===== src/hw/mem_bus_pkg.sv =====
package mem_bus_pkg;

  // Byte address and bus word
  typedef logic [31:0] addr_t;
  typedef logic [31:0] data_t;

  // Payload of one byte transfer
  typedef logic [7:0] byte_t;

  // Access size, 1, 2 or 4 byte transfers
  typedef enum logic [1:0] {
    SIZE_BYTE = 2'd0,
    SIZE_HALF = 2'd1,
    SIZE_WORD = 2'd2
  } size_e;

  // Memory map
  localparam addr_t RAM_BASE  = 32'h0000_0000;
  localparam addr_t REGS_BASE = 32'h0001_0000;

  // Status bank is 8 bytes, so 3 offset bits
  localparam int unsigned REGS_ADDR_W = 3;

  // Last byte lane an access touches
  function automatic logic [1:0] size_last_lane(size_e size);
    case (size)
      SIZE_HALF: return 2'd1;
      SIZE_WORD: return 2'd3;
      // Byte, and the unused encoding
      default:   return 2'd0;
    endcase
  endfunction

endpackage

===== src/hw/device_select.sv =====
`timescale 1ns/1ps

module device_select #(
  parameter int unsigned RAM_ADDR_W = 12
) (
  input  logic               i_clk,
  input  logic               i_reset,
  // Byte transfer from the sequencer
  input  logic               i_strobe,
  input  mem_bus_pkg::addr_t i_byte_addr,
  input  mem_bus_pkg::byte_t i_wbyte,
  input  logic               i_write,
  output logic               o_done,
  output mem_bus_pkg::byte_t o_rbyte,
  // Device responses
  input  logic               i_ram_done,
  input  mem_bus_pkg::byte_t i_ram_rbyte,
  input  logic               i_regs_done,
  input  mem_bus_pkg::byte_t i_regs_rbyte,
  // Shared device request
  output logic               o_ram_strobe,
  output logic               o_regs_strobe,
  output mem_bus_pkg::addr_t o_dev_addr,
  output mem_bus_pkg::byte_t o_dev_wbyte,
  output logic               o_dev_write
);
  import mem_bus_pkg::*;

  // Keep only the bits above each window
  localparam addr_t RAM_MASK  = ~((addr_t'(1) << RAM_ADDR_W) - addr_t'(1));
  localparam addr_t REGS_MASK = ~((addr_t'(1) << REGS_ADDR_W) - addr_t'(1));

  typedef enum logic [1:0] {
    RGN_NONE,
    RGN_RAM,
    RGN_REGS
  } region_e;

  region_e region_q;
  logic    ram_hit;
  logic    regs_hit;
  // Own response for an unmapped address
  logic    miss_done_q;

  assign ram_hit  = (i_byte_addr & RAM_MASK) == RAM_BASE;
  assign regs_hit = (i_byte_addr & REGS_MASK) == REGS_BASE;

  assign o_ram_strobe  = i_strobe & ram_hit;
  assign o_regs_strobe = i_strobe & regs_hit;
  assign o_dev_addr    = i_byte_addr;
  assign o_dev_wbyte   = i_wbyte;
  assign o_dev_write   = i_write;

  // Remember who got the strobe
  always_ff @(posedge i_clk) begin
    if (i_reset) begin
      region_q    <= RGN_NONE;
      miss_done_q <= 1'b0;
    end else begin
      miss_done_q <= i_strobe & ~ram_hit & ~regs_hit;
      if (i_strobe) begin
        if (ram_hit) begin
          region_q <= RGN_RAM;
        end else if (regs_hit) begin
          region_q <= RGN_REGS;
        end else begin
          region_q <= RGN_NONE;
        end
      end
    end
  end

  // Steer back the strobed device, zero byte when unmapped
  always_comb begin
    o_done  = miss_done_q;
    o_rbyte = '0;
    case (region_q)
      RGN_RAM: begin
        o_done  = i_ram_done;
        o_rbyte = i_ram_rbyte;
      end
      RGN_REGS: begin
        o_done  = i_regs_done;
        o_rbyte = i_regs_rbyte;
      end
      default: ;
    endcase
  end

endmodule


===== config.mk =====
export PLATFORM = sky130hd
export DESIGN_NAME = device_select
export DESIGN_NICKNAME = d
export VERILOG_FILES = /design/src/hw/mem_bus_pkg.sv /design/src/hw/device_select.sv
export SDC_FILE = /design/constraint.sdc
export NUM_CORES = 1
export LEC_CHECK = 0
export BUFFER_PORTS_ARGS = -buffer_cell sky130_fd_sc_hd__buf_4
export CORE_MARGIN = 3
export CORE_UTILIZATION = 30
export CTS_CLUSTER_DIAMETER = 60
export CTS_CLUSTER_SIZE = 40
export DETAILED_ROUTE_END_ITERATION = 10
export PLACE_DENSITY = 0.85
export SYNTH_ARGS = -nofsm -noshare
export SYNTH_HDL_FRONTEND = slang
export SYNTH_SLANG_ARGS = --single-unit

===== constraint.sdc =====
create_clock -name i_clk -period 3.2 [get_ports i_clk]
set_clock_uncertainty 0.1 [all_clocks]
set_input_delay 0.32 -clock i_clk [delete_from_list [all_inputs] [get_ports i_clk]]
set_output_delay 0.32 -clock i_clk [all_outputs]
set_load 0.05 [all_outputs]

==> results of run 1 <==
## kinds of logic after synthesis
family | count (synthesis) | share of synthesized area
compound gates | 14 | 0.151
simple gates | 27 | 0.249
fa+ha+maj | 2 | 0.0355
flops | 3 | 0.0853
buf+inv | 49 | 0.480
## power by group through the flow
| stage | clock network, W | logic, W | registers [W] |
|---|---|---|---|
| floorplan | 0 | 0.000148 | 0.0000390 |
| global placement | 0 | 0.000165 | 0.0000390 |
| detailed placement | 0 | 0.000168 | 0.0000390 |
| CTS | 0.0000667 | 0.000168 | 0.0000384 |
| global route | 0.0000697 | 0.000175 | 0.0000384 |
| finish | 0.0000656 | 0.000167 | 0.0000384 |
## final cells by class
type	instances	area share
clock buffer	4	0.0236
inverter	5	0.0169
multi-input combinational	43	0.275
sequential	3	0.0539
tap	27	0.0303
timing repair buffer	89	0.600
## worst min-delay path by stage
stage / startpoint / slack, ps / cells past startpoint / endpoint
detailed placement: region_q[0]$_SDFFE_PP0P_ / 400 / 2 / region_q[0]$_SDFFE_PP0P_
floorplan: i_reset / 320 / 1 / region_q[0]$_SDFFE_PP0P_
CTS: i_reset / 210 / 2 / region_q[0]$_SDFFE_PP0P_
finish: i_reset / 210 / 2 / region_q[0]$_SDFFE_PP0P_
global route: i_reset / 210 / 2 / region_q[0]$_SDFFE_PP0P_
global placement: region_q[1]$_SDFFE_PP0P_ / 390 / 2 / region_q[1]$_SDFFE_PP0P_
## registers in the layout (all words and copies together), names as in the netlist
signal / count
region_q: 2
miss_done_q: 1
## per-stage QoR
stage	worst slack (ps)	hold slack (ps)	cells
global placement	1350	390	167
CTS	1320	206	171
floorplan	490	316	95
detailed placement	1340	399	167
finish	1330	209	171
global route	1180	211	171
## placed cells by master, fill, tap and decap left out, types with 2 or more instances in the layout
master | Yosys | routed
sky130_fd_sc_hd__a22oi_1 | 9 | 9
sky130_fd_sc_hd__buf_4 | 41 | 89
sky130_fd_sc_hd__clkbuf_4 | 0 | 3
sky130_fd_sc_hd__dfxtp_1 | 3 | 3
sky130_fd_sc_hd__ha_1 | 2 | 2
sky130_fd_sc_hd__inv_1 | 5 | 5
sky130_fd_sc_hd__nand2_1 | 4 | 4
sky130_fd_sc_hd__nand3_1 | 2 | 2
sky130_fd_sc_hd__nor2_1 | 9 | 9
sky130_fd_sc_hd__nor4_1 | 4 | 4
sky130_fd_sc_hd__nor4_2 | 2 | 2
sky130_fd_sc_hd__o32ai_1 | 2 | 2
## Yosys cell counts (all sizes together), types with 2 or more instances
cell type   n
nand2       4
nor2        9
o32ai       2
ha          2
nand3       3
a22oi       9
dfxtp       3
inv         5
clkbuf      2
nor4        7
buf        42
## routing by layer
layer	wire length [um]	part of all wire	up-vias	global-route usage
met5	0	0	-	0
met4	23	0.010	0	0.0373
met3	253	0.11	6	0.0327
met2	1310	0.59	59	0.307
met1	627	0.28	357	0.108
li1	-	-	389	-
==> flow_summary.toml, run 1 <==
[floorplan]
die_area_um2 = 2970
core-area_um2 = 2080
rows = 16
start_util = 0.338
chipHeight_um = 54.5
pin_count = 114
die_width_um = 54.5

[placed_design]
gp_congestion = 0.628
placement.io_buffers = 89
placed_cell_area_um2 = 1090
hpwl_um = 1980

[clocking]
cts.path.max_buffers = 2
worstSkewPairLatency_ps = 230
cts_tree = "built"
ctsResizeCount = 0
cts.sink_count = 3
cts.reportedPaths.clkPinSlew_ps = 40
cts_buffers = 3
clock_tree_root_driver_cell = "sky130_fd_sc_hd__clkbuf_4"
number_of_levels_in_the_clock_h_tree = 1
cts_hold_buffers = 0
post_cts_buffers = 0

[synth]
synth_top_cells_by_area = "sky130_fd_sc_hd__buf_4, sky130_fd_sc_hd__a22oi_1, sky130_fd_sc_hd__dfxtp_1, sky130_fd_sc_hd__nor2_1, sky130_fd_sc_hd__ha_1"
synth_ff_type = "sky130_fd_sc_hd__dfxtp_1"
synth.yosys.seq_area_share = 0.0853
mappedNetlistArea_um2 = 704
synth_top_cell_by_area = "sky130_fd_sc_hd__buf_4"
share_of_flip_flops_with_an_asynchronous_set_or_reset_after_synthesis = 0
synth_area_per_cell_um2 = 7.42
netlist_instances = 95
synth-edff-count = 0
yosys_register_bits = 3
warnings_from_yosys = 0
synth_nets = 159
synth_top_area_share = 0.437
synth.distinct_cells = 22

[timing]
worstMarginPinSlew_ps = 322
period_minus_slack_ps = 1870
layout_worst_path_cycle_share = 0.584
timing_max_transition_violations_final = 0
rsz0062_at_grt = "false"
slew_margin_rel = 0.785
timing.setup.tns_ps = 0
hold_viol = 0
timing.final.setup_violations = 0
max_freq_mhz = 535

[critical_path]
worst-endpoint-arrival_ps = 1450
worst_setup_path_startpoint = "region_q[0]$_SDFFE_PP0P_"
critPathMaxStageDelay_ps = 450
critical_path.reg2reg.endpoint = "region_q[0]$_SDFFE_PP0P_"
timing.critical_path.to_type = "output pin"
startpoint_type = "register"
r2r-start = "region_q[0]$_SDFFE_PP0P_"
ff2ff_path_depth = 2
timing.critical_path.to = "o_done"
cpMaxStageDelayCell = "sky130_fd_sc_hd__ha_1"
crit_required_ps = 2780
path_buf_inv = 2
kind_of_cell_adding_the_most_delay_to_the_critical_path = "adder cells"
reg2reg_setup_slack_ps = 2470
critical_path_class = "register to output pin"
worstPathMaxFanout = 10
critical_path.cell_chain = "inv_1 -> ha_1 -> nand2_1 -> o21ai_1 -> buf_4"
critical_path_depth = 5

[power_and_ir_drop]
p_total_w = 0.000271
vdd_ir_drop_max_mv = 0.155
power.net_switching_w = 0.000119
power.share.combinational = 0.617
power-per-cell-area_nw_per_um2 = 244
cellInternalPower_w = 0.000152
sw_frac_of_total = 0.439
clock_power_share = 0.242
power.leakage_nw = 0.536
share_seq_of_total_power = 0.142

[detailed_routing]
vias = 811
violation_count_after_the_first_detailed_routing_iteration = 11
route.detailed.wl_per_inst_um = 12.9
drtAntennaViolNets = 0
detailedRoute.firstPassIterationCount = 4
detail_route.wirelength_um = 2210
remaining_drcs = 0
vias_per_cell = 4.74

[worst_hold_path]
worst_hold_path_type = "input port to register"

[finish]
sequential_cell_area_um2 = 60.1
final_layout_size_suffix_gt1_frac = 0.674
finalNetCount = 209
flow.area_growth_from_synthesis_pct = 58.1
antennaDiodeCount = 0
multi_input_area_um2 = 307
layout.core_utilization = 0.535
nFillCells = 203
design_area_um2 = 1110

[grt]
gr-usage-all-layers = 0.136
grt_first_pass_wirelength_um = 3040
overflow = 0
grt_pass1_vias = 783
antenna_violations_before_repair = 0
grt_start_max_net_pins = 11

[outcome]
result_of_the_run = "completed"

[run]
drv.max_cap_violation_count = 0
No activity file was read; power rests on OpenSTA's default activity.
==> run 2: changes to the inputs <==
--- a/config.mk
+++ b/config.mk
@@ -7,11 +7,11 @@
 export LEC_CHECK = 0
 export BUFFER_PORTS_ARGS = -buffer_cell sky130_fd_sc_hd__buf_4
 export CORE_MARGIN = 3
-export CORE_UTILIZATION = 30
+export CORE_UTILIZATION = 28
 export CTS_CLUSTER_DIAMETER = 60
 export CTS_CLUSTER_SIZE = 40
 export DETAILED_ROUTE_END_ITERATION = 10
-export PLACE_DENSITY = 0.85
+export PLACE_DENSITY = 0.8
 export SYNTH_ARGS = -nofsm -noshare
 export SYNTH_HDL_FRONTEND = slang
 export SYNTH_SLANG_ARGS = --single-unit
==> constraint.sdc (replaced) <==
create_clock -name i_clk -period 1.8 [get_ports i_clk]
set_clock_uncertainty 0.1 [all_clocks]
set_input_delay 0.18 -clock i_clk [delete_from_list [all_inputs] [get_ports i_clk]]
set_output_delay 0.18 -clock i_clk [all_outputs]
set_load 0.05 [all_outputs]
==> flow_summary.toml, run 2 (same netlist as run 1, synthesis figures left out) <==
[power_and_ir_drop]
power.leakage_nw = 0.550
power-per-cell-area_nw_per_um2 = 424
vdd_ir_drop_max_mv = 0.218

[clocking]
cts_tree = "built"
cts.path.max_buffers = 2
clock_tree_root_driver_cell = "sky130_fd_sc_hd__clkbuf_4"
cts_buffers = 3
post_cts_buffers = 0
cts.sink_count = 3
cts.reportedPaths.clkPinSlew_ps = 40
worstSkewPairLatency_ps = 230
number_of_levels_in_the_clock_h_tree = 1

[critical_path]
critical_path_class = "register to output pin"
timing.critical_path.to_type = "output pin"
worstPathMaxFanout = 9
crit_required_ps = 1520
startpoint_type = "register"
worst-endpoint-arrival_ps = 1440

[floorplan]
die_width_um = 56.2
die_area_um2 = 3150
rows = 17
chipHeight_um = 56.2
start_util = 0.307
core-area_um2 = 2300
pin_count = 114

[finish]
max_flop_register = "region_q"
finalNetCount = 209
final_layout_size_suffix_gt1_frac = 0.701
flow.area_growth_from_synthesis_pct = 63.4
most_common_cell_after_layout_fill_and_taps_aside = "sky130_fd_sc_hd__buf_4"
antennaDiodeCount = 0
largestRegisters = "region_q (2), miss_done_q (1)"
nFillCells = 221
flip_flop_count_of_the_largest_register_all_copies_and_words_added = 2
layout.cells.most_common_list = "sky130_fd_sc_hd__buf_4, sky130_fd_sc_hd__a22oi_1, sky130_fd_sc_hd__nor2_1"

[placed_design]
dp_worst_setup_slack_ps = 169
gp_congestion = 0.913
placement.io_buffers = 89
hpwl_um = 2030

[detailed_routing]
route.detailed.wl_per_inst_um = 13.4
remaining_drcs = 0
vias_per_cell = 4.85
violation_count_after_the_first_detailed_routing_iteration = 40
drtAntennaViolNets = 0
detail_route.wirelength_um = 2300
vias = 834
detailedRoute.firstPassIterationCount = 4

[timing]
layout_worst_path_cycle_share = 0.956
max_freq_mhz = 581
timing_max_transition_violations_final = 0
holdWs_ps = 65.8
timing.final.setup_violations = 0
slew_margin_rel = 0.776
worstMarginPinSlew_ps = 334
hold_viol = 0
rsz0062_at_grt = "false"
period_minus_slack_ps = 1720
finalWorstSetupSlack_ps = 78.7

[grt]
antenna_violations_before_repair = 0
overflow = 0
grt_first_pass_wirelength_um = 3530
grt_pass1_vias = 861
gr-usage-all-layers = 0.136
grt_start_max_net_pins = 11

[outcome]
result_of_the_run = "completed"

[run]
drv.max_cap_violation_count = 0

[worst_hold_path]
worst_hold_path_type = "input port to register"
==> run 2: final timing paths <==
path	startpoint	to	slack [ps]	depth (start not counted)
setup / recovery	region_q[1]$_SDFFE_PP0P_	o_done	80	5
hold / removal	i_reset	region_q[0]$_SDFFE_PP0P_	70	2
setup reg to reg	region_q[0]$_SDFFE_PP0P_	region_q[0]$_SDFFE_PP0P_	1070	2
hold reg to reg	region_q[1]$_SDFFE_PP0P_	region_q[1]$_SDFFE_PP0P_	400	2
==> run 2: what timing repair did <==
item | 4_1_cts | 5_1_grt
hold buffers | 0 | 0
setup endpoints to repair | 0 | 3
gates resized for setup | 0 | 1
==> run 2: worst max-delay path: stages, from the launching register on <==
cell	delay, ps
sky130_fd_sc_hd__dfxtp_1	350
sky130_fd_sc_hd__inv_1	50
sky130_fd_sc_hd__ha_1	280
sky130_fd_sc_hd__a22oi_1	270
sky130_fd_sc_hd__o21ai_2	70
sky130_fd_sc_hd__buf_4	190
==> run 2: report_power, final <==
part | switching [W] | internal (W) | total [W]
Clock | 0.0000368 | 0.0000832 | 0.000120
Sequential | 0.000000276 | 0.0000680 | 0.0000683
Combinational | 0.000179 | 0.000120 | 0.000299
Total | 0.000217 | 0.000271 | 0.000488
==> run 2: metal layers <==
metal	global-route usage	part of all wire	vias up	wire (um)
li1	-	-	388	-
met1	0.122	0.31	367	705
met2	0.267	0.54	69	1240
met3	0.0348	0.13	10	295
met4	0.0814	0.027	0	63
met5	0	0	-	0
==> run 2: final cells by class <==
cell class                      count  area [um2]  area share
Sequential cell                     3        60.1      0.0522
Multi-Input combinational cell     43         343       0.298
Clock buffer                        4        26.3      0.0228
Timing Repair Buffer               89         668       0.580
Inverter                            5        18.8      0.0163
Tap cell                           28        35.0      0.0304
==> run 2: per-stage QoR <==
stage          TNS (ps)  cells  total power [W]  area [um2]  utilization
5_1_grt               0    172         0.000505        1150        0.501
6_report              0    172         0.000488        1150        0.501
3_5_place_dp          0    168         0.000370        1120        0.489
4_1_cts               0    172         0.000495        1150        0.500
2_1_floorplan     -57.6     95         0.000335         738            -
3_3_place_gp          0    168         0.000366        1120        0.489
