<file path="src/hw/mem_bus_pkg.sv">
package mem_bus_pkg;

  // Byte address and bus word
  typedef logic [31:0] addr_t;
  typedef logic [31:0] data_t;

  // Payload of one byte transfer
  typedef logic [7:0] byte_t;

  // Access size, 1, 2 or 4 byte transfers
  typedef enum logic [1:0] {
    SIZE_BYTE = 2'd0,
    SIZE_HALF = 2'd1,
    SIZE_WORD = 2'd2
  } size_e;

  // Memory map
  localparam addr_t RAM_BASE  = 32'h0000_0000;
  localparam addr_t REGS_BASE = 32'h0001_0000;

  // Status bank is 8 bytes, so 3 offset bits
  localparam int unsigned REGS_ADDR_W = 3;

  // Last byte lane an access touches
  function automatic logic [1:0] size_last_lane(size_e size);
    case (size)
      SIZE_HALF: return 2'd1;
      SIZE_WORD: return 2'd3;
      // Byte, and the unused encoding
      default:   return 2'd0;
    endcase
  endfunction

endpackage
</file>
<file path="src/hw/status_regs.sv">
`timescale 1ns/1ps

module status_regs (
  input  logic                               i_clk,
  input  logic                               i_reset,
  input  logic                               i_strobe,
  input  logic [mem_bus_pkg::REGS_ADDR_W-1:0] i_addr,
  input  mem_bus_pkg::byte_t                 i_wbyte,
  input  logic                               i_write,
  output mem_bus_pkg::byte_t                 o_rbyte,
  output logic                               o_done,
  output mem_bus_pkg::data_t                 o_hex,
  output mem_bus_pkg::data_t                 o_test_pass
);
  import mem_bus_pkg::*;

  localparam int unsigned NUM_REGS = 1 << REGS_ADDR_W;

  byte_t regs_q [0:NUM_REGS-1];

  // Byte writes, whole bank cleared on reset
  always_ff @(posedge i_clk) begin
    if (i_reset) begin
      for (int i = 0; i < NUM_REGS; i++) begin
        regs_q[i] <= '0;
      end
      o_done <= 1'b0;
    end else begin
      o_done <= i_strobe;
      if (i_strobe && i_write) begin
        regs_q[i_addr] <= i_wbyte;
      end
    end
  end

  // Read byte lines up with done
  always_ff @(posedge i_clk) begin
    if (i_strobe) begin
      o_rbyte <= regs_q[i_addr];
    end
  end

  // Offsets 0..3 display, 4..7 test pass, little-endian
  assign o_hex       = {regs_q[3], regs_q[2], regs_q[1], regs_q[0]};
  assign o_test_pass = {regs_q[7], regs_q[6], regs_q[5], regs_q[4]};

endmodule

</file>
<file path="config.mk">
export PLATFORM = sky130hd
export DESIGN_NAME = status_regs
export DESIGN_NICKNAME = d
export VERILOG_FILES = /design/src/hw/mem_bus_pkg.sv /design/src/hw/status_regs.sv
export SDC_FILE = /design/constraint.sdc
export NUM_CORES = 1
export LEC_CHECK = 0
export BUFFER_PORTS_ARGS = -buffer_cell sky130_fd_sc_hd__buf_2
export CAP_MARGIN = 20
export CORE_MARGIN = 5
export CORE_UTILIZATION = 56
export CTS_CLUSTER_SIZE = 14
export DETAILED_ROUTE_END_ITERATION = 8
export PLACE_DENSITY = 0.92
export SLEW_MARGIN = 10
export SYNTH_ARGS = -nofsm -noshare
export SYNTH_HDL_FRONTEND = slang
export SYNTH_SLANG_ARGS = --single-unit
</file>
<file path="constraint.sdc">
create_clock -name i_clk -period 3.3 [get_ports i_clk]
set_input_delay 0.165 -clock i_clk [delete_from_list [all_inputs] [get_ports i_clk]]
set_output_delay 0.165 -clock i_clk [all_outputs]
set_load 0.03 [all_outputs]
</file>
==> results.cfg, run 1 <==
[synthesis]
synthFlopType = edfxtp_1
syn_nets = 237
yosysSeqAreaShare = 0.6564
syn_avg_cell_area_um2 = 14.97
synth_edf_count = 72
yosysWarnings = 0
ys_ff_latch = 73
synthArstFlopShare = 0
synth.distinct_cells = 34
synthCells = 222
syn_area_um2 = 3324

[finish]
area_growth_pct = 20.21
antenna_cells = 0
final_common_cell = buf_2
layout_common_cells = buf_2, edfxtp_1, and2_1
stdcell_count = 392
layout-drive-gt1-share = 0.4006
final_nets = 327
fillers = 399

[die]
row_count = 28
die_h_um = 87.05
die_w_um = 87.05
initial_utilization = 0.5682
core_area_um2 = 5851
die_area_um2 = 7578
io_pins = 88

[clocking]
numClockSinks = 73
cts_buffers = 9
path_clk_slew_ns = 0.08
post_cts_buffers = 0
cts_buffer_depth = 2
cts_max_level = 3
cts_tree = built
clk-insertion-delay-late_ns = 0.36
cts_resized = 0
clockRootBuffer = clkbuf_8
postCtsHoldBufs = 0

[global_routing]
grtUsageMet2 = 0.3816
track_usage = 0.2477
antenna_found_initial = 0
grt_pass1_wl_um = 13240
grt_pass1_vias = 2260
grt_max_degree = 32
grt_util_met1 = 0.3224
overflow = 0
busiest_layer = met2
use_met3 = 0.07758

[worst_setup_path]
required_ns = 3.35
criticalPathCategory = in -> reg
end_kind = flop
rrSetupSlack_ns = 1.90
crit_arrival_ns = 1.73
cp-start-kind = input port
crit_path_max_fanout = 23

[route]
drt-total-wl_um = 8774
firstDrtPassIters = 5
via_per_inst = 6.000
ant_nets = 0
drc = 0
vias = 2352
drt-wirelength-per-cell_um = 22.38
drtIter0Drc = 338

[power]
p_leak_nw = 1.605
cellPowerDensity_nw_per_um2 = 528.9
peakVddDrop_mv = 0.3071

[place]
dpl.hpwl_um = 6511
place_inst = 376
preCtsSetupSlack_ns = 1.282
gp_congestion = 0.9568
portBuffers = 87

[timing]
tns_ns = 0
fin_crit_ns = 1.677
slew_violations = 0
finClkSkew_ns = 0.01132
setup_viol = 0
hold_viol = 0
hold_ws_ns = 0.1461
max_freq_ghz = 0.5964
slew_headroom = 0.4853
worst_pin_slew_ns = 0.7662
rsz0062_at_grt = false
fin_crit_sh = 0.5081
worst_slack_ns = 1.623

[run_status]
status = finished, final reports clean

[hold_path]
hp-class = in -> reg

[flow_run]
drv_cap = 0
## synthesized netlist by cell type (2+ instances only)
library cell,instances,area share
a21oi_1,2,0.0030
and2_1,64,0.12
buf_2,3,0.0045
buf_4,3,0.0068
edfxtp_1,72,0.65
inv_1,2,0.0023
mux2i_1,7,0.021
mux4_2,11,0.075
nand2_1,18,0.020
nand2b_1,4,0.0075
nor2_1,6,0.0068
or2_2,8,0.015
## stage by stage
step,total power [mW],util,area (um2)
final,2.114,0.6831,3996
after global routing,2.178,0.6831,3996
after CTS,2.112,0.6831,3996
after detailed placement,1.444,0.6497,3801
after global placement,1.438,0.6497,3801
after floorplan,1.331,-,3324
## cell type report
| class | instances | area [um2] | share of cell area |
|---|---|---|---|
| Clock inverter | 7 | 71.32 | 0.01785 |
| Clock buffer | 9 | 123.9 | 0.03100 |
| Multi-Input combinational cell | 138 | 1079 | 0.2699 |
| Timing Repair Buffer | 87 | 435.4 | 0.1090 |
| Tap cell | 75 | 93.84 | 0.02348 |
| Inverter | 3 | 11.26 | 0.002818 |
| Sequential cell | 73 | 2182 | 0.5460 |
## critical path, stage by stage
cell and delay (ns):
buf_2 0.27, nand4bb_4 0.31, nor3_1 0.62, or2_2 0.36
## state kept, by name, indices dropped and copies added, names as in the netlist
signal,flops
o_done,1
o_rbyte,8
regs_q,64
## per-layer routing
| metal | share of wire | vias up | wire (um) |
|---|---|---|---|
| met5 | 0 | - | 0 |
| met4 | 0.036 | 0 | 314 |
| met3 | 0.14 | 32 | 1198 |
| met2 | 0.47 | 201 | 4154 |
| met1 | 0.35 | 1131 | 3106 |
| li1 | - | 988 | - |
## kinds of logic (layout without fill, tap and decap cells)
group                  count (synthesis)  after routing  share of synthesized area
flip-flops                            73             73                     0.6564
AO/OA/AOI/OAI                          9              9                    0.02146
multiplexers                          19             19                    0.09899
buffers and inverters                 11            106                    0.01919
AND/OR/NAND/NOR                      110            110                     0.2040
## final timing paths
path                      from      endpoint  cells after the start
setup / recovery     i_addr[2]  regs_q[0][4]                      4
hold / removal         i_reset        o_done                      2
setup reg to reg  regs_q[7][6]    o_rbyte[6]                      2
hold reg to reg   regs_q[7][2]    o_rbyte[2]                      2
## power by group
part	switching (mW)	internal (mW)
Clock	0.340	0.347
Sequential	0.0391	1.08
Combinational	0.218	0.0916
Total	0.597	1.52
Power figures use the tool's default switching activity.
==> run 2: changes to the inputs <==
- ABC_AREA: unset -> 1
- CORE_UTILIZATION: 56 -> 53
- PLACE_DENSITY: 0.92 -> 0.88
- clock period: 3.3 -> 1.7 ns (I/O delays scaled with it)
==> results.cfg, run 2 <==
[timing]
fin_crit_ns = 1.552
max_freq_ghz = 0.6445
worst_pin_slew_ns = 0.5916
fin_crit_sh = 0.9128
hold_ws_ns = 0.1082
hold_viol = 0
slew_violations = 0
slew_headroom = 0.6056
finClkSkew_ns = 0.004848
tns_ns = 0
setup_viol = 0
rsz0062_at_grt = false

[clocking]
path_clk_slew_ns = 0.08
cts_buffers = 9
clockRootBuffer = clkbuf_8
cts_max_level = 3
cts_resized = 0
postCtsHoldBufs = 1
numClockSinks = 73
post_cts_buffers = 0
cts_buffer_depth = 2
clk-insertion-delay-late_ns = 0.36
cts_tree = built

[power]
p_leak_nw = 1.962
internal-power_mw = 3.060
p_total_mw = 4.286
comb_power_share = 0.154
peakVddDrop_mv = 0.8386
seq_power_share = 0.501
cellPowerDensity_nw_per_um2 = 1035
p_sw_mw = 1.227
swShare = 0.2862
clkPwrFrac = 0.345

[die]
die_area_um2 = 8116
io_pins = 88
row_count = 29
core_area_um2 = 6277
die_h_um = 90.09
die_w_um = 90.09
initial_utilization = 0.5416

[worst_setup_path]
worst-path-buf-inv = 2
required_ns = 1.73
crit_arrival_ns = 1.58
reg2reg_to = o_rbyte[3]
criticalPathCategory = in -> reg
reg2reg_depth = 6
cp-start-kind = input port
path_cells = dlygate4sd3_1, buf_2, nor2_8, nand4_4, nand2_1
end_kind = flop
rrSetupSlack_ns = 0.61
crit_path_max_fanout = 9
critPathSlowestCell = dlygate4sd3_1
max_stage_delay_ns = 0.54
r2r_start = regs_q[3][3]
crit_family = simple AND/OR/NAND/NOR gates

[hold_path]
hold_end = o_rbyte[6]
hp-class = in -> reg
hold_depth = 2
hp-start = i_strobe

[finish]
largest_reg_flops = 64
layout_common_cells = nand2_1, buf_2, edfxtp_1
final_area_um2 = 4140
final_nets = 458
area_growth_pct = 21.79
layout-drive-gt1-share = 0.2841
regMostFlops = regs_q
antenna_cells = 0
final_common_cell = nand2_1
top_regs = regs_q (64), o_rbyte (8), o_done (1)
fillers = 495

[synthesis]
synth_commonest_cells = nand2_1, edfxtp_1, nor2_1, inv_1
synthArstFlopShare = 0
synthTopCellsByArea = edfxtp_1, nand2_1, nor2_1
synth_edf_count = 72
syn_area_um2 = 3400
syn_avg_cell_area_um2 = 9.854
yosysWarnings = 0
synth_most_common_cell = nand2_1
synthCells = 345
syn_nets = 360
synth_top_area_cell = edfxtp_1
synthFlopType = edfxtp_1
synth.top_cell.area_share = 0.6360
ys_ff_latch = 73
synth.distinct_cells = 15
yosysSeqAreaShare = 0.6419

[global_routing]
grt_pass1_vias = 2821
grt_max_degree = 27
overflow = 0
track_usage = 0.2291
antenna_found_initial = 0
grt_pass1_wl_um = 14470

[route]
firstDrtPassIters = 5
drc = 0
drt-wirelength-per-cell_um = 17.30
vias = 2867
via_per_inst = 5.471
ant_nets = 0
drtIter0Drc = 238
drt-total-wl_um = 9064

[run_status]
status = finished, final reports clean

[place]
gp_congestion = 0.9420
portBuffers = 87
post_dp_cell_area_um2 = 3923
dpl.hpwl_um = 6506

[flow_run]
drv_cap = 0
-- run 2: kinds of logic after synthesis --
logic type	after synthesis	share of synthesized area
buffers and inverters	27	0.04453
DFF	73	0.6419
and+or+nand+nor	245	0.3136
-- run 2: worst max path at each step --
stage | from | endpoint | cells past startpoint
finish | i_reset | regs_q[3][3] | 5
global route | i_reset | regs_q[3][7] | 5
CTS | i_reset | regs_q[3][7] | 5
detailed placement | i_addr[1] | o_rbyte[5] | 6
global placement | i_addr[1] | o_rbyte[0] | 6
floorplan | i_addr[1] | regs_q[2][0] | 4
-- run 2: area by class of cell --
type / count / area (um2) / area share
flip-flops and latches: 73 / 2182 / 0.5270
inverters: 14 / 52.55 / 0.01269
clock buffers: 9 / 123.9 / 0.02992
repair buffers: 100 / 535.5 / 0.1293
well taps: 77 / 96.34 / 0.02327
multi-input cells: 245 / 1066 / 0.2575
clock inverters: 6 / 83.83 / 0.02025
-- run 2: power groups by stage --
stage / clock network (mW) / registers, mW / logic [mW]
2_1_floorplan: 0 / 2.40 / 0.225
3_3_place_gp: 0 / 2.18 / 0.639
3_5_place_dp: 0 / 2.19 / 0.655
4_1_cts: 1.48 / 2.15 / 0.659
5_1_grt: 1.55 / 2.16 / 0.703
6_report: 1.48 / 2.15 / 0.658
-- run 2: routing by layer --
metal / GRT usage / wire length [um] / share of wire
met5: 0 / 0 / 0
met1: 0.2972 / 3530 / 0.39
met3: 0.04174 / 753 / 0.083
met4: 0.1253 / 332 / 0.037
met2: 0.3634 / 4448 / 0.49
-- run 2: metrics by stage --
step	std cells	worst slack, ns	utilization
floorplan	345	0.5434	-
global placement	508	0.2247	0.6249
detailed placement	508	0.1656	0.6249
CTS	524	0.1684	0.6596
global route	524	0.06625	0.6596
finish	524	0.1483	0.6596
==> run 3: changes to the inputs <==
- SETUP_SLACK_MARGIN: unset -> 0.5
==> results.cfg, run 3 (same netlist as run 2, synthesis figures left out) <==
[finish]
layout_common_cells = nand2_1, buf_2, edfxtp_1
regMostFlops = regs_q
top_regs = regs_q (64), o_rbyte (8), o_done (1)
layout-drive-gt1-share = 0.2841
antenna_cells = 0
final_util = 0.6600
largest_reg_flops = 64
final_common_cell = nand2_1
area_growth_pct = 21.86
final_nets = 458

[clocking]
clk-insertion-delay-late_ns = 0.37
numClockSinks = 73
cts_buffer_depth = 2
cts_buffers = 9
post_cts_buffers = 0
clockRootBuffer = clkbuf_8
cts_tree = built
cts_max_level = 3
path_clk_slew_ns = 0.08

[timing]
slew_violations = 0
rsz0062_at_grt = false
setup_viol = 0
finClkSkew_ns = 0.004637
fin_crit_ns = 1.094
hold_viol = 0
slew_headroom = 0.7321
tns_ns = 0
worst_pin_slew_ns = 0.4013
worst_slack_ns = 0.6062
fin_crit_sh = 0.6434
max_freq_ghz = 0.9143

[die]
die_h_um = 90.09
die_area_um2 = 8116
row_count = 29
initial_utilization = 0.5416
die_w_um = 90.09
core_area_um2 = 6277
io_pins = 88

[route]
drtIter0Drc = 251
drc = 0
via_per_inst = 5.447
firstDrtPassIters = 5
drt-wirelength-per-cell_um = 17.29
drt-total-wl_um = 9059
ant_nets = 0
vias = 2854

[global_routing]
grt_max_degree = 27
track_usage = 0.2291
grt_pass1_wl_um = 14470
grt_pass1_vias = 2826
overflow = 0
antenna_found_initial = 0

[flow_run]
drv_cap = 0

[power]
cellPowerDensity_nw_per_um2 = 1035
peakVddDrop_mv = 0.8384
p_total_mw = 4.287
p_leak_nw = 1.963

[hold_path]
hp-class = in -> reg

[place]
preCtsSetupSlack_ns = 0.1656
gp_congestion = 0.9420
dpl.hpwl_um = 6506
portBuffers = 87

[worst_setup_path]
end_kind = flop
crit_arrival_ns = 1.21
criticalPathCategory = reg -> reg
crit_path_max_fanout = 2
cp-start-kind = flop
required_ns = 1.82

[run_status]
status = finished, final reports clean
run 3: area by class of cell:
class / instances / area (um2)
flip-flops and latches: 73 / 2182
fillers: 494 / 2135
multi-input cells: 245 / 1066
repair buffers: 100 / 538.0
clock buffers: 9 / 123.9
well taps: 77 / 96.34
clock inverters: 6 / 83.83
inverters: 14 / 52.55
run 3: per-layer routing:
| layer | vias to the layer above | GRT usage | part of all wire |
|---|---|---|---|
| met5 | - | 0 | 0 |
| met4 | 0 | 0.1253 | 0.032 |
| met3 | 27 | 0.04257 | 0.081 |
| met2 | 172 | 0.3634 | 0.49 |
| met1 | 1345 | 0.2967 | 0.39 |
| li1 | 1310 | - | - |
run 3: timing repair:
item | 4_1_cts | 5_1_grt
hold buffers | 1 | 0
endpoints found under the setup margin | 0 | 16
resized for setup | 0 | 1
endpoints found under the hold margin | 1 | 0
run 3: worst max-delay path, cell delays in order (launching register included):
cell	delay (ns)
edfxtp_1	0.42
nand4_1	0.14
nand2_1	0.08
nor2_1	0.11
nand2_1	0.09
run 3: worst paths after layout:
check / from / end / slack [ns] / depth (start not counted)
worst max-delay path: regs_q[2][6] / o_rbyte[6] / 0.61 / 4
worst min-delay path: i_strobe / o_rbyte[6] / 0.10 / 2
worst max register to register: regs_q[2][6] / o_rbyte[6] / 0.61 / 4
worst min register to register: regs_q[1][7] / o_rbyte[7] / 0.73 / 4
run 3: per-stage QoR:
stage                     cell area (um2)  hold WS (ns)  std cells
after global placement               3923        0.3569        508
final                                4143        0.1048        524
after CTS                            4140        0.1129        524
after global routing                 4143        0.1239        524
after detailed placement             3923        0.3636        508
after floorplan                      3400        0.1562        345
run 3: power breakdown:
part           internal (mW)  switching (mW)
logic                  0.157           0.501
registers               2.09          0.0572
clock network          0.812           0.668
total                   3.06            1.23
