==> src/hw/mem_bus_pkg.sv <==
package mem_bus_pkg;

  // Byte address and bus word
  typedef logic [31:0] addr_t;
  typedef logic [31:0] data_t;

  // Payload of one byte transfer
  typedef logic [7:0] byte_t;

  // Access size, 1, 2 or 4 byte transfers
  typedef enum logic [1:0] {
    SIZE_BYTE = 2'd0,
    SIZE_HALF = 2'd1,
    SIZE_WORD = 2'd2
  } size_e;

  // Memory map
  localparam addr_t RAM_BASE  = 32'h0000_0000;
  localparam addr_t REGS_BASE = 32'h0001_0000;

  // Status bank is 8 bytes, so 3 offset bits
  localparam int unsigned REGS_ADDR_W = 3;

  // Last byte lane an access touches
  function automatic logic [1:0] size_last_lane(size_e size);
    case (size)
      SIZE_HALF: return 2'd1;
      SIZE_WORD: return 2'd3;
      // Byte, and the unused encoding
      default:   return 2'd0;
    endcase
  endfunction

endpackage
==> src/hw/bus_front.sv <==
`timescale 1ns/1ps

module bus_front (
  input  logic               i_clk,
  input  logic               i_reset,
  // Processor side, four-phase
  input  logic               i_req,
  input  mem_bus_pkg::addr_t i_addr,
  input  mem_bus_pkg::data_t i_wdata,
  input  mem_bus_pkg::size_e i_size,
  input  logic               i_write,
  output logic               o_ack,
  output mem_bus_pkg::data_t o_rdata,
  // Sequencer side
  input  logic               i_finish,
  input  mem_bus_pkg::data_t i_word,
  output logic               o_start,
  output mem_bus_pkg::addr_t o_addr,
  output mem_bus_pkg::data_t o_wdata,
  output mem_bus_pkg::size_e o_size,
  output logic               o_write
);

  typedef enum logic [1:0] {
    ST_IDLE,
    ST_BUSY,
    ST_ACK
  } state_e;

  state_e state_q;

  // Handshake FSM
  always_ff @(posedge i_clk) begin
    if (i_reset) begin
      state_q <= ST_IDLE;
      o_start <= 1'b0;
    end else begin
      // Start is a single-cycle pulse
      o_start <= 1'b0;
      case (state_q)
        ST_IDLE: begin
          if (i_req) begin
            o_start <= 1'b1;
            state_q <= ST_BUSY;
          end
        end
        ST_BUSY: begin
          if (i_finish) begin
            state_q <= ST_ACK;
          end
        end
        ST_ACK: begin
          // Hold ack until the processor lets go of req
          if (!i_req) begin
            state_q <= ST_IDLE;
          end
        end
        default: state_q <= ST_IDLE;
      endcase
    end
  end

  // Access latched at acceptance, read word at finish
  always_ff @(posedge i_clk) begin
    if (state_q == ST_IDLE && i_req) begin
      o_addr  <= i_addr;
      o_wdata <= i_wdata;
      o_size  <= i_size;
      o_write <= i_write;
    end
    if (state_q == ST_BUSY && i_finish) begin
      o_rdata <= i_word;
    end
  end

  // Ack straight from the state register
  assign o_ack = (state_q == ST_ACK);

endmodule

==> config.mk <==
export PLATFORM = sky130hd
export DESIGN_NAME = bus_front
export DESIGN_NICKNAME = d
export VERILOG_FILES = /design/src/hw/mem_bus_pkg.sv /design/src/hw/bus_front.sv
export SDC_FILE = /design/constraint.sdc
export NUM_CORES = 1
export LEC_CHECK = 0
export ABC_AREA = 1
export BUFFER_PORTS_ARGS = -buffer_cell sky130_fd_sc_hd__buf_2
export CELL_PAD_IN_SITES_DETAIL_PLACEMENT = 0
export CELL_PAD_IN_SITES_GLOBAL_PLACEMENT = 1
export CORE_MARGIN = 2
export CORE_UTILIZATION = 33
export DETAILED_ROUTE_END_ITERATION = 7
export PLACE_DENSITY = 0.81
export SLEW_MARGIN = 20
export SYNTH_ARGS = -nofsm -noshare
export SYNTH_HDL_FRONTEND = slang
export SYNTH_SLANG_ARGS = --single-unit
==> constraint.sdc <==
create_clock -name i_clk -period 2.9 [get_ports i_clk]
set_clock_uncertainty 0.2 [all_clocks]
set_input_delay 0.435 -clock i_clk [delete_from_list [all_inputs] [get_ports i_clk]]
set_output_delay 0.435 -clock i_clk [all_outputs]
set_load 0.02 [all_outputs]
==> results of run 1 <==
==> critical path: cells and delay by family (launching register included) <==
family / cells / cell delay (ns)
buffers and inverters: 2 / 0.70
DFF: 1 / 0.36
and+or+nand+nor: 2 / 0.21
==> flip-flops by register name, indices dropped and copies added, names as in the netlist <==
name / count
o_addr: 32
o_rdata: 32
o_wdata: 32
o_size: 2
state_q: 2
o_start: 1
o_write: 1
==> layout make-up <==
class / instances / area (sq um)
Clock buffer: 10 / 127.6
Fill cell: 778 / 4698
Clock inverter: 5 / 83.83
Inverter: 4 / 15.01
Sequential cell: 102 / 3033
Timing Repair Buffer: 205 / 1044
Multi-Input combinational cell: 10 / 56.30
Tap cell: 111 / 138.9
==> final timing paths <==
check                     startpoint                 endpoint  slack (ns)  cells after the start
min reg2reg  state_q[1]$_SDFFE_PP0P_  state_q[1]$_SDFFE_PP0P_        0.31                      2
max          state_q[0]$_SDFFE_PP0P_    o_wdata[16]$_DFFE_PP_        1.10                      4
min                       i_addr[24]     o_addr[24]$_DFFE_PP_        0.06                      1
max reg2reg  state_q[0]$_SDFFE_PP0P_    o_wdata[16]$_DFFE_PP_        1.10                      4
==> metal layers <==
metal | track usage [%] | share of wire (%)
met2 | 19.28 | 47
met4 | 4.678 | 1.2
met3 | 7.004 | 13
met5 | 0 | 0
met1 | 14.45 | 38
==> power breakdown <==
group | internal (W) | total [W] | leakage (nW) | switching [W]
registers | 0.00172 | 0.00175 | 0.959 | 0.0000207
clock network | 0.000485 | 0.000935 | 0.0990 | 0.000450
logic | 0.000110 | 0.000315 | 0.853 | 0.000204
==> metrics by stage <==
| stage | cell area (sq um) | power (W) | util [%] | setup WS (ns) |
|---|---|---|---|---|
| floorplan | 3104 | 0.001936 | - | 0.4460 |
| global placement | 4287 | 0.002093 | 46.61 | 1.034 |
| detailed placement | 4287 | 0.002102 | 46.61 | 0.9897 |
| CTS | 4498 | 0.003040 | 48.91 | 1.066 |
| global route | 4498 | 0.003136 | 48.91 | 0.9314 |
| finish | 4498 | 0.002995 | 48.91 | 1.095 |
==> cell usage after synthesis, drive strengths merged <==
library cell and count:
edfxtp 99, inv 4, nor2 4, dfxtp 3, nand3 3, a21oi 1, nand2 1, o21ai 1
==> kinds of logic after synthesis <==
group / Yosys count
AO/OA/AOI/OAI: 2
buffers and inverters: 4
flip-flops: 102
AND/OR/NAND/NOR: 8
==> results_tabular.tex, run 1 <==
\begin{tabular}{lr}
\hline
Metric & Value \\
\hline
\multicolumn{2}{l}{\textbf{Setup path}} \\
\quad Largest stage delay on the critical path & 0.39 ns \\
\quad Worst Path Max Fanout & 46 \\
\quad Type of the worst setup path & reg2reg \\
\quad Required time at the endpoint of the critical path & 2.73 ns \\
\quad Cell at the slowest stage of the critical path & sky130\_fd\_sc\_hd\_\_inv\_2 \\
\quad CP Capture Type & flip-flop \\
\quad Data arrival, critical path & 1.63 ns \\
\quad Cell Chain, Critical Path & nor2\_1 -> nand2\_1 -> inv\_2 -> buf\_12 \\
\quad Startpoint Class & flip-flop \\
\multicolumn{2}{l}{\textbf{GRT}} \\
\quad Number of global-route vias before repair & 1,925 \\
\quad Global-route wire length before repair & 9218 um \\
\quad Largest net degree at the start of global routing & 47 \\
\quad Total GRT Usage & 12.44\% \\
\quad Overall overflow remaining after global route & 0 \\
\quad Antenna violations before repair & 0 \\
\multicolumn{2}{l}{\textbf{STA}} \\
\quad Unrepaired setup endpoints after global routing & no \\
\quad Final hold violations & 0 \\
\quad Max\_slew headroom & 66.61\% \\
\quad Tcrit/Tclk final & 62.24\% \\
\quad Actual slew at the worst max-slew pin & 0.5002 ns \\
\quad Number of pins exceeding their max-slew limit in the final report & 0 \\
\quad Final setup vio count & 0 \\
\quad Final-layout setup total negative slack & 0 ns \\
\quad Worst hold slack & 0.05613 ns \\
\quad Max Clock Freq & 0.5541 GHz \\
\quad Min Tclk post-route & 1.805 ns \\
\multicolumn{2}{l}{\textbf{Final layout}} \\
\quad Ratio of cells with drive above 1 in the final layout & 66.37\% \\
\quad Layout area overhead & 44.90\% \\
\quad Antenna diode count & 0 \\
\quad Most common cell after layout, fill and taps aside & sky130\_fd\_sc\_hd\_\_buf\_2 \\
\quad Leading cell types in the layout, fill and taps excluded & sky130\_fd\_sc\_hd\_\_buf\_2, sky130\_fd\_sc\_hd\_\_edfxtp\_1, sky130\_fd\_sc\_hd\_\_clkbuf\_8 \\
\quad Layout net count & 435 \\
\quad Layout Cells excl Fill & 447 \\
\multicolumn{2}{l}{\textbf{Synthesis}} \\
\quad Count of different cell masters after synthesis & 9 \\
\quad Dominant cell type by area after synthesis & sky130\_fd\_sc\_hd\_\_edfxtp\_1 \\
\quad Cell area after synthesis & 3104 sq um \\
\quad Mapped Cells & 116 \\
\quad Adder-Cell Fraction of Synth Area & 0\% \\
\quad Area share of the largest cell type after synthesis & 95.77\% \\
\quad Yosys synthesis warning count & 0 \\
\quad Cell types occupying the most area after synthesis & sky130\_fd\_sc\_hd\_\_edfxtp\_1, sky130\_fd\_sc\_hd\_\_dfxtp\_1, sky130\_fd\_sc\_hd\_\_inv\_1 \\
\quad Average footprint of a synthesized cell & 26.76 sq um \\
\quad Share of the synthesized netlist area taken by xor and xnor gates & 0\% \\
\quad Seq/Total Area, Yosys & 97.70\% \\
\quad Mux contribution to synthesized area & 0\% \\
\quad Synth Area in Simple Gates & 1.249\% \\
\quad Combinational family with the most area after synthesis & simple AND/OR/NAND/NOR gates \\
\quad Synthesized flop and latch total & 102 \\
\quad Syn nets & 219 \\
\quad Compound-cell area share of the yosys netlist & 0.5643\% \\
\multicolumn{2}{l}{\textbf{Pwr}} \\
\quad Peak ir drop on the vdd network & 0.0002890 V \\
\quad P\_leak & 1.910 nW \\
\quad Power density over the cells & 665.9 nW/um\^{}2 \\
\multicolumn{2}{l}{\textbf{Die}} \\
\quad Total die area & 10,200 sq um \\
\quad Total number of placement rows & 35 \\
\quad Initial cell density of the core & 33.76\% \\
\quad Die W & 101.0 um \\
\quad Chip height & 101.0 um \\
\quad Total I/O pin count & 204 \\
\quad Core Footprint & 9196 sq um \\
\multicolumn{2}{l}{\textbf{CTS}} \\
\quad Post-cts resize count & 0 \\
\quad Buffers inserted by post-CTS timing repair & 0 \\
\quad Maximum clock path buffer count & 2 \\
\quad Clock slew at the register clock pins of the worst setup and hold paths & 0.10 ns \\
\quad CTS H-Tree Depth & 3 \\
\quad Clock tree from TritonCTS & built \\
\quad Number of clock buffers inserted by TritonCTS & 9 \\
\quad Clock insertion delay at the later pin of the skew report & 0.33 ns \\
\quad CTS Sinks & 102 \\
\quad Total of hold buffers inserted after clock tree synthesis & 0 \\
\quad Root Buffer Master & sky130\_fd\_sc\_hd\_\_clkbuf\_8 \\
\multicolumn{2}{l}{\textbf{Detailed routing}} \\
\quad Routed length per placed instance & 14.49 um \\
\quad Starting DRC count in detailed routing & 44 \\
\quad Per-cell via count in the routed design & 4.237 \\
\quad Count of nets left with antenna violations after detail routing & 0 \\
\quad Routed wire length & 6477 um \\
\quad DR vias & 1,894 \\
\quad Drt first pass iters & 4 \\
\quad Post-route DRC violation count & 0 \\
\multicolumn{2}{l}{\textbf{Run}} \\
\quad Maximum capacitance violations & 0 \\
\multicolumn{2}{l}{\textbf{Placed design}} \\
\quad Detail Placement HPWL & 5043 um \\
\quad Count of buffers from port buffering & 203 \\
\quad Global placement routability congestion & 0.7584 \\
\quad Instance count after placement with tap cells included & 432 \\
\multicolumn{2}{l}{\textbf{Hold path}} \\
\quad Worst hold path type & in2reg \\
\multicolumn{2}{l}{\textbf{Status}} \\
\quad Result of the run & complete, no violations \\
\hline
\end{tabular}
No activity file was read; power rests on OpenSTA's default activity.
==> inputs of run 2 (changes only) <==
clock period = 1.8 ns   (was 2.9 ns; I/O delays follow)
==> run 2 against run 1 <==
The run now fails in 4_1_cts. Synthesized cell count unchanged. Synthesized area unchanged.
==> results_tabular.tex, run 2 <==
\begin{tabular}{lr}
\hline
Metric & Value \\
\hline
\multicolumn{2}{l}{\textbf{Synthesis}} \\
\quad Cell area after synthesis & 3104 sq um \\
\quad Seq/Total Area, Yosys & 97.70\% \\
\quad Most numerous cell in the Yosys netlist & sky130\_fd\_sc\_hd\_\_edfxtp\_1 \\
\quad Area share of the largest cell type after synthesis & 95.77\% \\
\quad Syn nets & 219 \\
\quad Average footprint of a synthesized cell & 26.76 sq um \\
\quad Post-synth top cells & sky130\_fd\_sc\_hd\_\_edfxtp\_1, sky130\_fd\_sc\_hd\_\_inv\_1, sky130\_fd\_sc\_hd\_\_nor2\_1 \\
\quad Synthesized flop and latch total & 102 \\
\quad Yosys synthesis warning count & 0 \\
\quad Dominant cell type by area after synthesis & sky130\_fd\_sc\_hd\_\_edfxtp\_1 \\
\quad Post-synth ARST share & 0\% \\
\quad Commonest register cell after synthesis & sky130\_fd\_sc\_hd\_\_edfxtp\_1 \\
\quad Cell types occupying the most area after synthesis & sky130\_fd\_sc\_hd\_\_edfxtp\_1, sky130\_fd\_sc\_hd\_\_dfxtp\_1, sky130\_fd\_sc\_hd\_\_inv\_1 \\
\quad Mapped Cells & 116 \\
\quad Count of different cell masters after synthesis & 9 \\
\quad Post-synth EDFFs & 99 \\
\multicolumn{2}{l}{\textbf{CTS}} \\
\quad Number of clock buffers inserted by TritonCTS & 9 \\
\quad CTS H-Tree Depth & 3 \\
\quad CTS Sinks & 102 \\
\quad Post-cts resize count & 0 \\
\quad Total of hold buffers inserted after clock tree synthesis & 101 \\
\quad Maximum clock path buffer count & 2 \\
\quad Root Buffer Master & sky130\_fd\_sc\_hd\_\_clkbuf\_8 \\
\quad Buffers inserted by post-CTS timing repair & 0 \\
\multicolumn{2}{l}{\textbf{Die}} \\
\quad Die W & 101.0 um \\
\quad Total number of placement rows & 35 \\
\quad Total I/O pin count & 204 \\
\quad Initial cell density of the core & 33.76\% \\
\quad Chip height & 101.0 um \\
\multicolumn{2}{l}{\textbf{Status}} \\
\quad First error & [ERROR RSZ-0060] Max buffer count reached. \\
\quad Stage where the run ended & 4\_1\_cts \\
\quad Result of the run & aborted with a tool error \\
\multicolumn{2}{l}{\textbf{Placed design}} \\
\quad Instance count after placement with tap cells included & 432 \\
\quad Count of buffers from port buffering & 203 \\
\quad Placement Setup Slack & 0.2949 ns \\
\quad Global placement routability congestion & 0.8001 \\
\hline
\end{tabular}
## run 2: cell counts after synthesis
Identical to the previous run, type by type.
## run 2: kinds of logic after synthesis
logic type / after synthesis / synth area share, %
AO/OA/AOI/OAI: 2 / 0.5644
buffers and inverters: 4 / 0.4835
AND/OR/NAND/NOR: 8 / 1.249
flip-flops: 102 / 97.70
## run 2: per-stage QoR
stage | area, sq um | hold slack, ns | utilization, %
3_5_place_dp | 4309 | 0.2481 | 46.86
3_3_place_gp | 4309 | 0.2461 | 46.86
2_1_floorplan | 3114 | 0.1324 | -
==> inputs of run 3 (changes only) <==
CELL_PAD_IN_SITES_DETAIL_PLACEMENT = unset   (was 0)
CELL_PAD_IN_SITES_GLOBAL_PLACEMENT = unset   (was 1)
CORE_UTILIZATION = 30   (was 33)
PLACE_DENSITY = unset   (was 0.81)
PLACE_DENSITY_LB_ADDON = 0.15   (was unset)
==> run 3 against run 2 <==
The flow again stops in 4_1_cts. Synthesized area unchanged. Synthesized cell count did not move.
==> results_tabular.tex, run 3 <==
\begin{tabular}{lr}
\hline
Metric & Value \\
\hline
\multicolumn{2}{l}{\textbf{Synthesis}} \\
\quad Mapped Cells & 116 \\
\quad Yosys synthesis warning count & 0 \\
\quad Cell types occupying the most area after synthesis & sky130\_fd\_sc\_hd\_\_edfxtp\_1, sky130\_fd\_sc\_hd\_\_dfxtp\_1, sky130\_fd\_sc\_hd\_\_inv\_1 \\
\quad Adder-Cell Fraction of Synth Area & 0\% \\
\quad Share of the synthesized netlist area taken by xor and xnor gates & 0\% \\
\quad Cell area after synthesis & 3104 sq um \\
\quad Synth Area in Simple Gates & 1.249\% \\
\quad Dominant cell type by area after synthesis & sky130\_fd\_sc\_hd\_\_edfxtp\_1 \\
\quad Post-synth ARST share & 0\% \\
\quad Mux contribution to synthesized area & 0\% \\
\quad Area share of the largest cell type after synthesis & 95.77\% \\
\quad Post-synth EDFFs & 99 \\
\quad Average footprint of a synthesized cell & 26.76 sq um \\
\quad Count of different cell masters after synthesis & 9 \\
\quad Commonest register cell after synthesis & sky130\_fd\_sc\_hd\_\_edfxtp\_1 \\
\quad Most numerous cell in the Yosys netlist & sky130\_fd\_sc\_hd\_\_edfxtp\_1 \\
\quad Syn nets & 219 \\
\quad Post-synth top cells & sky130\_fd\_sc\_hd\_\_edfxtp\_1, sky130\_fd\_sc\_hd\_\_inv\_1, sky130\_fd\_sc\_hd\_\_nor2\_1 \\
\quad Seq/Total Area, Yosys & 97.70\% \\
\quad Compound-cell area share of the yosys netlist & 0.5643\% \\
\quad Synthesized flop and latch total & 102 \\
\quad Combinational family with the most area after synthesis & simple AND/OR/NAND/NOR gates \\
\multicolumn{2}{l}{\textbf{CTS}} \\
\quad CTS H-Tree Depth & 3 \\
\quad CTS Sinks & 102 \\
\quad Post-cts resize count & 0 \\
\quad Total of hold buffers inserted after clock tree synthesis & 101 \\
\quad Maximum clock path buffer count & 2 \\
\quad Root Buffer Master & sky130\_fd\_sc\_hd\_\_clkbuf\_8 \\
\quad Buffers inserted by post-CTS timing repair & 0 \\
\quad Number of clock buffers inserted by TritonCTS & 9 \\
\multicolumn{2}{l}{\textbf{Status}} \\
\quad Stage where the run ended & 4\_1\_cts \\
\quad First error & [ERROR RSZ-0060] Max buffer count reached. \\
\quad Result of the run & aborted with a tool error \\
\multicolumn{2}{l}{\textbf{Die}} \\
\quad Total I/O pin count & 204 \\
\quad Die W & 105.7 um \\
\quad Initial cell density of the core & 30.48\% \\
\quad Chip height & 105.7 um \\
\quad Total number of placement rows & 37 \\
\multicolumn{2}{l}{\textbf{Placed design}} \\
\quad Global placement routability congestion & 0.6849 \\
\quad Detail Placement HPWL & 4989 um \\
\quad Count of buffers from port buffering & 203 \\
\hline
\end{tabular}
-- run 3: cell counts after synthesis --
Identical to the previous run, type by type.
-- run 3: cell families after synthesis --
group | after synthesis
AO/OA/AOI/OAI | 2
buffers and inverters | 4
flip-flops | 102
AND/OR/NAND/NOR | 8
-- run 3: through the flow --
step	instance area, sq um	worst slack [ns]	std cells
3_5_place_dp	4360	0.3609	458
2_1_floorplan	3114	-0.2374	116
3_3_place_gp	4360	0.3897	458
